--- src/source/tile_pkg.sv ---
////////////////////////////////////////
// Tile package
// Mesh geometry, port indices, chimney
// state codes and the two-view flit word
////////////////////////////////////////

package tile_pkg;

  // Mesh and scratchpad geometry
  localparam int unsigned CoordWidth = 2;
  localparam int unsigned AddrWidth  = 6;
  localparam int unsigned DataWidth  = 32;
  localparam int unsigned FlitWidth  = 48;
  localparam int unsigned SpmDepth   = 64;

  ////////////////////////////////////////
  // Router ports
  ////////////////////////////////////////

  localparam int unsigned NumPorts     = 5;
  localparam int unsigned NumMeshPorts = 4;
  localparam int unsigned PortIdxWidth = 3;

  // y grows toward North, x toward East
  localparam logic [PortIdxWidth-1:0] PortNorth = 3'd0;
  localparam logic [PortIdxWidth-1:0] PortEast  = 3'd1;
  localparam logic [PortIdxWidth-1:0] PortSouth = 3'd2;
  localparam logic [PortIdxWidth-1:0] PortWest  = 3'd3;
  localparam logic [PortIdxWidth-1:0] PortLocal = 3'd4;

  // Chimney FSM encoding
  localparam int unsigned ChimStateWidth = 2;
  localparam logic [ChimStateWidth-1:0] ChimIdle       = 2'd0;
  localparam logic [ChimStateWidth-1:0] ChimAccess     = 2'd1;
  localparam logic [ChimStateWidth-1:0] ChimSend       = 2'd2;
  localparam logic [ChimStateWidth-1:0] ChimWaitAckLow = 2'd3;

  ////////////////////////////////////////
  // Flit word
  ////////////////////////////////////////

  // Header sits at the same bits in both views
  typedef union packed {
    struct packed {
      logic [CoordWidth-1:0] dst_x;
      logic [CoordWidth-1:0] dst_y;
      logic [CoordWidth-1:0] src_x;
      logic [CoordWidth-1:0] src_y;
      logic                  is_rsp;
      logic                  write;
      logic [AddrWidth-1:0]  addr;
      logic [DataWidth-1:0]  wdata;
    } req;
    struct packed {
      logic [CoordWidth-1:0] dst_x;
      logic [CoordWidth-1:0] dst_y;
      logic [CoordWidth-1:0] src_x;
      logic [CoordWidth-1:0] src_y;
      logic                  is_rsp;
      logic                  write;
      logic [AddrWidth-1:0]  addr;
      logic [DataWidth-1:0]  rdata;
    } rsp;
  } flit_u;

endpackage
--- src/source/mem_port_if.sv ---
////////////////////////////////////////
// Scratchpad access port
// rdata valid the cycle after a read
////////////////////////////////////////

`timescale 1ns/1ps

interface mem_port_if
  import tile_pkg::*;
();

  logic                 en;
  logic                 we;
  logic [AddrWidth-1:0] addr;
  logic [DataWidth-1:0] wdata;
  logic [DataWidth-1:0] rdata;

  modport master (output en, output we, output addr, output wdata, input rdata);

  modport slave (input en, input we, input addr, input wdata, output rdata);

endinterface

--- src/source/flit_link_if.sv ---
////////////////////////////////////////
// Flit link
// One flit with a four-phase req/ack
////////////////////////////////////////

`timescale 1ns/1ps

interface flit_link_if
  import tile_pkg::*;
();

  flit_u flit;
  logic  req;
  logic  ack;

  // Flit held stable while req is high
  modport sender (
    output flit,
    output req,
    input  ack
  );

  modport receiver (
    input  flit,
    input  req,
    output ack
  );

endinterface

--- src/source/cluster_tile.sv ---
////////////////////////////////////////
// Cluster tile
// Router, chimney and scratchpad of one
// tile in the 4x4 mesh
////////////////////////////////////////

`timescale 1ns/1ps

module cluster_tile
  import tile_pkg::*;
(
  input  logic                               clk_i,
  input  logic                               rst_n_i,
  input  logic  [CoordWidth-1:0]             tile_x_i,
  input  logic  [CoordWidth-1:0]             tile_y_i,
  // Mesh ports, North..West
  input  flit_u [NumMeshPorts-1:0]           flit_i,
  input  logic  [NumMeshPorts-1:0]           req_i,
  output logic  [NumMeshPorts-1:0]           ack_o,
  output flit_u [NumMeshPorts-1:0]           flit_o,
  output logic  [NumMeshPorts-1:0]           req_o,
  input  logic  [NumMeshPorts-1:0]           ack_i
);

  flit_link_if in_link  [NumPorts] ();
  flit_link_if out_link [NumPorts] ();
  mem_port_if  mem_port ();

  for (genvar p = 0; p < NumMeshPorts; p++) begin : g_mesh
    assign in_link[p].flit = flit_i[p];
    assign in_link[p].req  = req_i[p];
    assign ack_o[p]        = in_link[p].ack;
    assign flit_o[p]       = out_link[p].flit;
    assign req_o[p]        = out_link[p].req;
    assign out_link[p].ack = ack_i[p];
  end

  mesh_router i_router (
    .clk_i    (clk_i),
    .rst_n_i  (rst_n_i),
    .tile_x_i (tile_x_i),
    .tile_y_i (tile_y_i),
    .in_link  (in_link),
    .out_link (out_link)
  );

  // Local port runs through the chimney
  tile_chimney i_chimney (
    .clk_i    (clk_i),
    .rst_n_i  (rst_n_i),
    .tile_x_i (tile_x_i),
    .tile_y_i (tile_y_i),
    .eject    (out_link[PortLocal]),
    .inject   (in_link[PortLocal]),
    .mem      (mem_port)
  );

  tile_scratchpad i_scratchpad (
    .clk_i (clk_i),
    .mem   (mem_port)
  );

endmodule

--- src/source/tile_chimney.sv ---
////////////////////////////////////////
// Tile chimney
// Serves ejected requests from the
// scratchpad, injects the responses
////////////////////////////////////////

`timescale 1ns/1ps

module tile_chimney
  import tile_pkg::*;
(
  input  logic                  clk_i,
  input  logic                  rst_n_i,
  input  logic [CoordWidth-1:0] tile_x_i,
  input  logic [CoordWidth-1:0] tile_y_i,
  flit_link_if.receiver         eject,
  flit_link_if.sender           inject,
  mem_port_if.master            mem
);

  logic [ChimStateWidth-1:0] state_q;
  logic                      eject_ack_q;
  logic                      inject_req_q;
  logic                      accept;
  flit_u                     req_flit_q;
  flit_u                     rsp_flit;

  // New flits only taken while idle
  assign accept = (state_q == ChimIdle) && eject.req && !eject_ack_q;

  ////////////////////////////////////////
  // Control FSM
  ////////////////////////////////////////

  always_ff @(posedge clk_i) begin
    if (!rst_n_i) begin
      state_q      <= ChimIdle;
      eject_ack_q  <= 1'b0;
      inject_req_q <= 1'b0;
    end else begin
      if (eject_ack_q && !eject.req) begin
        eject_ack_q <= 1'b0;
      end
      case (state_q)
        ChimIdle: begin
          if (accept) begin
            eject_ack_q <= 1'b1;
            // Responses end here
            if (!eject.flit.req.is_rsp) begin
              state_q <= ChimAccess;
            end
          end
        end
        ChimAccess: begin
          state_q      <= ChimSend;
          inject_req_q <= 1'b1;
        end
        ChimSend: begin
          if (inject.ack) begin
            inject_req_q <= 1'b0;
            state_q      <= ChimWaitAckLow;
          end
        end
        default: begin
          if (!inject.ack) begin
            state_q <= ChimIdle;
          end
        end
      endcase
    end
  end

  always_ff @(posedge clk_i) begin
    if (accept) begin
      req_flit_q <= eject.flit;
    end
  end

  ////////////////////////////////////////
  // Scratchpad and response
  ////////////////////////////////////////

  assign mem.en    = (state_q == ChimAccess);
  assign mem.we    = req_flit_q.req.write;
  assign mem.addr  = req_flit_q.req.addr;
  assign mem.wdata = req_flit_q.req.wdata;

  // rdata holds still until the next access
  always_comb begin
    rsp_flit.rsp.dst_x  = req_flit_q.req.src_x;
    rsp_flit.rsp.dst_y  = req_flit_q.req.src_y;
    rsp_flit.rsp.src_x  = tile_x_i;
    rsp_flit.rsp.src_y  = tile_y_i;
    rsp_flit.rsp.is_rsp = 1'b1;
    rsp_flit.rsp.write  = req_flit_q.req.write;
    rsp_flit.rsp.addr   = req_flit_q.req.addr;
    rsp_flit.rsp.rdata  = req_flit_q.req.write ? '0 : mem.rdata;
  end

  assign eject.ack   = eject_ack_q;
  assign inject.req  = inject_req_q;
  assign inject.flit = rsp_flit;

endmodule

--- src/source/mesh_router.sv ---
////////////////////////////////////////
// Mesh router
// Five ports, one-flit input buffers,
// XY routing, round-robin per output
////////////////////////////////////////

`timescale 1ns/1ps

module mesh_router
  import tile_pkg::*;
(
  input  logic                  clk_i,
  input  logic                  rst_n_i,
  input  logic [CoordWidth-1:0] tile_x_i,
  input  logic [CoordWidth-1:0] tile_y_i,
  flit_link_if.receiver         in_link  [NumPorts],
  flit_link_if.sender           out_link [NumPorts]
);

  // Input side
  flit_u                   in_flit     [NumPorts];
  logic [NumPorts-1:0]     in_req;
  logic [NumPorts-1:0]     in_ack_q;
  flit_u                   buf_q       [NumPorts];
  logic [NumPorts-1:0]     buf_valid_q;
  logic [PortIdxWidth-1:0] route_d     [NumPorts];
  logic [PortIdxWidth-1:0] buf_route_q [NumPorts];
  logic [NumPorts-1:0]     capture;
  logic [NumPorts-1:0]     release_in;

  // Output side
  flit_u                   out_flit_q  [NumPorts];
  logic [NumPorts-1:0]     out_req_q;
  logic [NumPorts-1:0]     out_busy_q;
  logic [NumPorts-1:0]     out_ack;
  logic [PortIdxWidth-1:0] out_sel_q   [NumPorts];
  logic [PortIdxWidth-1:0] rr_ptr_q    [NumPorts];
  logic [NumPorts-1:0]     grant_valid;
  logic [PortIdxWidth-1:0] grant_idx   [NumPorts];

  for (genvar p = 0; p < NumPorts; p++) begin : g_link
    assign in_flit[p]       = in_link[p].flit;
    assign in_req[p]        = in_link[p].req;
    assign in_link[p].ack   = in_ack_q[p];
    assign out_link[p].flit = out_flit_q[p];
    assign out_link[p].req  = out_req_q[p];
    assign out_ack[p]       = out_link[p].ack;
  end

  ////////////////////////////////////////
  // Input buffers and XY route
  ////////////////////////////////////////

  always_comb begin
    for (int i = 0; i < NumPorts; i++) begin
      capture[i] = in_req[i] && !in_ack_q[i] && !buf_valid_q[i];
      // X first, then Y
      if (in_flit[i].req.dst_x > tile_x_i) begin
        route_d[i] = PortEast;
      end else if (in_flit[i].req.dst_x < tile_x_i) begin
        route_d[i] = PortWest;
      end else if (in_flit[i].req.dst_y > tile_y_i) begin
        route_d[i] = PortNorth;
      end else if (in_flit[i].req.dst_y < tile_y_i) begin
        route_d[i] = PortSouth;
      end else begin
        route_d[i] = PortLocal;
      end
    end
  end

  always_ff @(posedge clk_i) begin
    if (!rst_n_i) begin
      in_ack_q    <= '0;
      buf_valid_q <= '0;
    end else begin
      for (int i = 0; i < NumPorts; i++) begin
        if (capture[i]) begin
          in_ack_q[i]    <= 1'b1;
          buf_valid_q[i] <= 1'b1;
        end else begin
          if (!in_req[i]) begin
            in_ack_q[i] <= 1'b0;
          end
          if (release_in[i]) begin
            buf_valid_q[i] <= 1'b0;
          end
        end
      end
    end
  end

  always_ff @(posedge clk_i) begin
    for (int i = 0; i < NumPorts; i++) begin
      if (capture[i]) begin
        buf_q[i]       <= in_flit[i];
        buf_route_q[i] <= route_d[i];
      end
    end
  end

  ////////////////////////////////////////
  // Output arbiters
  ////////////////////////////////////////

  // Closest requester at or after the pointer wins
  always_comb begin
    int unsigned cand;
    for (int o = 0; o < NumPorts; o++) begin
      grant_valid[o] = 1'b0;
      grant_idx[o]   = '0;
      for (int k = NumPorts - 1; k >= 0; k--) begin
        cand = int'(rr_ptr_q[o]) + k;
        if (cand >= NumPorts) begin
          cand = cand - NumPorts;
        end
        if (buf_valid_q[cand] && (buf_route_q[cand] == PortIdxWidth'(o))) begin
          grant_valid[o] = 1'b1;
          grant_idx[o]   = PortIdxWidth'(cand);
        end
      end
    end
  end

  // Buffer freed once downstream ack is low again
  always_comb begin
    release_in = '0;
    for (int o = 0; o < NumPorts; o++) begin
      if (out_busy_q[o] && !out_req_q[o] && !out_ack[o]) begin
        release_in[out_sel_q[o]] = 1'b1;
      end
    end
  end

  always_ff @(posedge clk_i) begin
    if (!rst_n_i) begin
      out_req_q  <= '0;
      out_busy_q <= '0;
      for (int o = 0; o < NumPorts; o++) begin
        rr_ptr_q[o] <= '0;
      end
    end else begin
      for (int o = 0; o < NumPorts; o++) begin
        if (!out_busy_q[o]) begin
          if (grant_valid[o]) begin
            out_busy_q[o] <= 1'b1;
            out_req_q[o]  <= 1'b1;
            rr_ptr_q[o]   <= (grant_idx[o] == PortIdxWidth'(NumPorts - 1)) ?
                             '0 : grant_idx[o] + 1'b1;
          end
        end else if (out_req_q[o]) begin
          if (out_ack[o]) begin
            out_req_q[o] <= 1'b0;
          end
        end else if (!out_ack[o]) begin
          out_busy_q[o] <= 1'b0;
        end
      end
    end
  end

  always_ff @(posedge clk_i) begin
    for (int o = 0; o < NumPorts; o++) begin
      if (!out_busy_q[o] && grant_valid[o]) begin
        out_flit_q[o] <= buf_q[grant_idx[o]];
        out_sel_q[o]  <= grant_idx[o];
      end
    end
  end

endmodule

--- src/source/tile_scratchpad.sv ---
////////////////////////////////////////
// Tile scratchpad
// 64 x 32 single port, one-cycle read
////////////////////////////////////////

`timescale 1ns/1ps

module tile_scratchpad
  import tile_pkg::*;
(
  input logic        clk_i,
  mem_port_if.slave  mem
);

  logic [DataWidth-1:0] ram_q [SpmDepth];
  logic [DataWidth-1:0] rdata_q;

  always_ff @(posedge clk_i) begin
    if (mem.en && mem.we) begin
      ram_q[mem.addr] <= mem.wdata;
    end
    // Read word lands one cycle after en
    if (mem.en && !mem.we) begin
      rdata_q <= ram_q[mem.addr];
    end
  end

  assign mem.rdata = rdata_q;

endmodule

--- config.mk ---
export PLATFORM = sky130hd
export DESIGN_NAME = cluster_tile
export DESIGN_NICKNAME = d
export VERILOG_FILES = /design/src/source/tile_pkg.sv /design/src/source/mem_port_if.sv /design/src/source/flit_link_if.sv /design/src/source/cluster_tile.sv /design/src/source/tile_chimney.sv /design/src/source/mesh_router.sv /design/src/source/tile_scratchpad.sv
export SDC_FILE = /design/constraint.sdc
export NUM_CORES = 2
export LEC_CHECK = 0
export BUFFER_PORTS_ARGS = -buffer_cell sky130_fd_sc_hd__buf_2
export CAP_MARGIN = 40
export CORE_MARGIN = 5
export CORE_UTILIZATION = 45
export CTS_CLUSTER_DIAMETER = 40
export DETAILED_ROUTE_END_ITERATION = 16
export PLACE_DENSITY = 0.7
export SYNTH_ARGS = -nofsm -noshare
export SYNTH_HDL_FRONTEND = slang
export SYNTH_HIERARCHICAL = 1
export SYNTH_SLANG_ARGS = --single-unit
--- constraint.sdc ---
create_clock -name clk_i -period 16.9 [get_ports clk_i]
set_input_delay 3.38 -clock clk_i [delete_from_list [all_inputs] [get_ports clk_i]]
set_output_delay 3.38 -clock clk_i [all_outputs]
set_load 0.05 [all_outputs]
==> summary.txt <==
Outcome
  • Outcome: complete, no violations

Clock tree
  • Sink Count: between 2k and 3k
  • Clk slew on worst S/H paths: 0.06 ns
  • Skew-Pair Late Insertion Delay: around 0.94 ns
  • Post-CTS sizing: 0
  • Htree depth: 5
  • Cts hold-fix bufs: 0
  • Clock buffer depth: 4
  • Post-CTS setup buffers: 0
  • TritonCTS clock tree: built
  • Cts bufs inserted: 332
  • Root Driver: clkbuf_16

Power
  • Peak supply drop: between 200 and 300 µV
  • Pwr dens: 185 nW/µm²
  • LEAKAGE: ~44 nW

Yosys
  • Post-Syn Instances: 7246
  • Syn Area/Cell: 15.5 µm²
  • Mapped cell area: roughly 110000 µm²
  • Yosys Warn Count: 6
  • Synthesized net count: 7552

STA
  • Final Hold Vio Count: 0
  • RSZ-0062 raised after global routing: false
  • # setup viols final: 0
  • Period utilisation layout: 0.383
  • Fmax: 154 MHz
  • Relative slew slack: 0.286
  • Hold slack: 0.423 ns
  • Fin crit period: 6.47 ns
  • Setup TNS: 0 ns
  • Setup Skew: 0.0835 ns
  • Fin. max-slew vios: 0
  • Worst-Margin Slew: 1.07 ns

Placement
  • Port bufs: 405
  • DP Cell Count: about 11k
  • RePlAce Congestion: 0.919
  • Post-DP HPWL: 215000 µm

Worst setup path
  • Worst Setup End Kind: flop
  • R2r setup slk: 10.43 ns
  • R2R Path End: i_router/out_flit_q[0][113]
  • WP data arrival: 7.09 ns
  • Crit-path max FO: 48
  • Startpoint Class: flop
  • Worst Setup SP: i_router/rr_ptr_q[0][6]
  • Worst r2r src: i_router/rr_ptr_q[0][6]
  • Critical path class: reg -> reg
  • Capture point of the critical path: i_router/out_flit_q[0][113]
  • Required @ worst endpoint: 17.52 ns
  • FF-to-FF path depth: 16

Route
  • Post-DRT Antenna Nets: 0
  • Vias/cell: approximately 6.6
  • Iteration-0 DRC Markers: roughly 11k
  • DR pass1 iterations: 7
  • Vias: approximately 74k
  • Post-Route WL: 363000 µm
  • Final routed DRC violation total: 0
  • Routed WL per cell: 32.1 µm

Floorplan
  • Die area: 259000 µm²
  • Core box area: 248000 µm²
  • Die Wd: 509 µm
  • Die Y: around 510 µm
  • Initial Utilization: 0.451
  • I/O Pins: 406
  • Rows: around 180

Job
  • Max-cap violations: 0

Hold path
  • Hold Crit Start: i_router/out_flit_q[0][218]
  • Tightest Hold Check Type: reg -> reg

Final layout
  • Final std cells w/o fill: 11.3k
  • Nets@finish: 7992
  • Share of layout cells above drive strength 1: 0.178
  • Final core occ: 0.523
  • Syn-to-layout area delta: 15.8%

Global routing
  • Vias in the first global route: 70.9k
  • Initial antenna violation count: between 40 and 50
  • Total GRT Usage: 0.268
  • GRT overflow: 0
  • Pin count of the biggest net entering global routing: 129
  • First-pass GRT wire length: 511000 µm
worst min path at each step:
stage                                           to  slack (ns)  depth (start not counted)
after floorplan            i_chimney/req_flit_q[0]        0.40                          0
after global placement     i_chimney/req_flit_q[8]        0.41                          0
after detailed placement  i_chimney/req_flit_q[14]        0.41                          0
after CTS                 i_chimney/req_flit_q[26]        0.42                          0
after global routing      i_chimney/req_flit_q[12]        0.43                          0
final                     i_chimney/req_flit_q[26]        0.42                          0
metal layers:
metal / track usage / vias to the layer above / part of all wire
li1: - / 30400 / -
met1: 0.356 / 37200 / 0.36
met2: 0.406 / 5708 / 0.45
met3: 0.0739 / 1045 / 0.13
met4: 0.139 / 24 / 0.059
met5: 0 / - / 0.00043
placed cells by master, fill, tap and decap left out, types with 36 or more instances in the layout:
cell       instances
a221oi_1         171
clkinv_1          37
mux2i_1          712
a31oi_1           54
inv_6             39
edfxtp_1        2644
a22o_1            36
nor2_4            66
a21oi_1          134
mux2_2            86
clkbuf_16        338
clkbuf_1          39
diode_2           36
buf_2            408
nor2b_1           69
ha_1             100
a211oi_1          79
buf_4            185
a22oi_1          483
o221ai_1         210
nor3_1            76
o21ai_0          151
inv_1             88
nor2_1           211
or3_1             36
o32ai_1           52
nand2_1          390
o22ai_1          255
power by group:
part | internal, W | leakage [nW] | switching, W
Combinational | 0.00225 | 14.3 | 0.00571
Clock | 0.00416 | 5.19 | 0.00281
Sequential | 0.00852 | 24.2 | 0.000555
Total | 0.0149 | 43.7 | 0.00908
flip-flops by register name, indices dropped and copies added (netlist names), 15 cells and up:
signal / count
i_chimney/req_flit_q: 43
i_router/out_flit_q: 236
i_router/rr_ptr_q: 15
i_scratchpad/ram_q: 2048
i_router/buf_route_q: 15
i_router/out_sel_q: 15
i_scratchpad/mem.rdata: 32
i_router/buf_q: 240
area by class of cell:
cell class	instances	area [µm²]
clock inverter	205	2160
clock buffer	377	8600
fill	19500	119000
multi-input combinational	3951	30200
inverter	96	362
sequential	2668	79900
timing repair buffer	637	4400
tap	3330	4170
antenna	36	90.1
worst max-delay path, cell delays in order (launching register included):
cell,delay (ns)
edfxtp_1,0.86
inv_1,0.32
ha_1,0.28
inv_1,0.05
ha_1,0.33
o31a_1,0.30
o22ai_2,0.25
mux2i_1,0.27
mux2_2,0.24
nor3_1,0.05
o21ai_0,0.27
o311ai_1,0.22
a2bb2oi_4,0.53
buf_4,0.74
buf_4,0.87
mux2i_1,0.32
o221ai_1,0.17
per-stage QoR:
| stage | power [W] | instance area [µm²] | worst slack [ns] |
|---|---|---|---|
| floorplan | 0.0140 | 112000 | 9.22 |
| global placement | 0.0167 | 118000 | 10.59 |
| detailed placement | 0.0169 | 119000 | 10.62 |
| CTS | 0.0238 | 130000 | 10.68 |
| global route | 0.0246 | 130000 | 10.29 |
| finish | 0.0240 | 130000 | 10.43 |
Power figures use the tool's default switching activity.
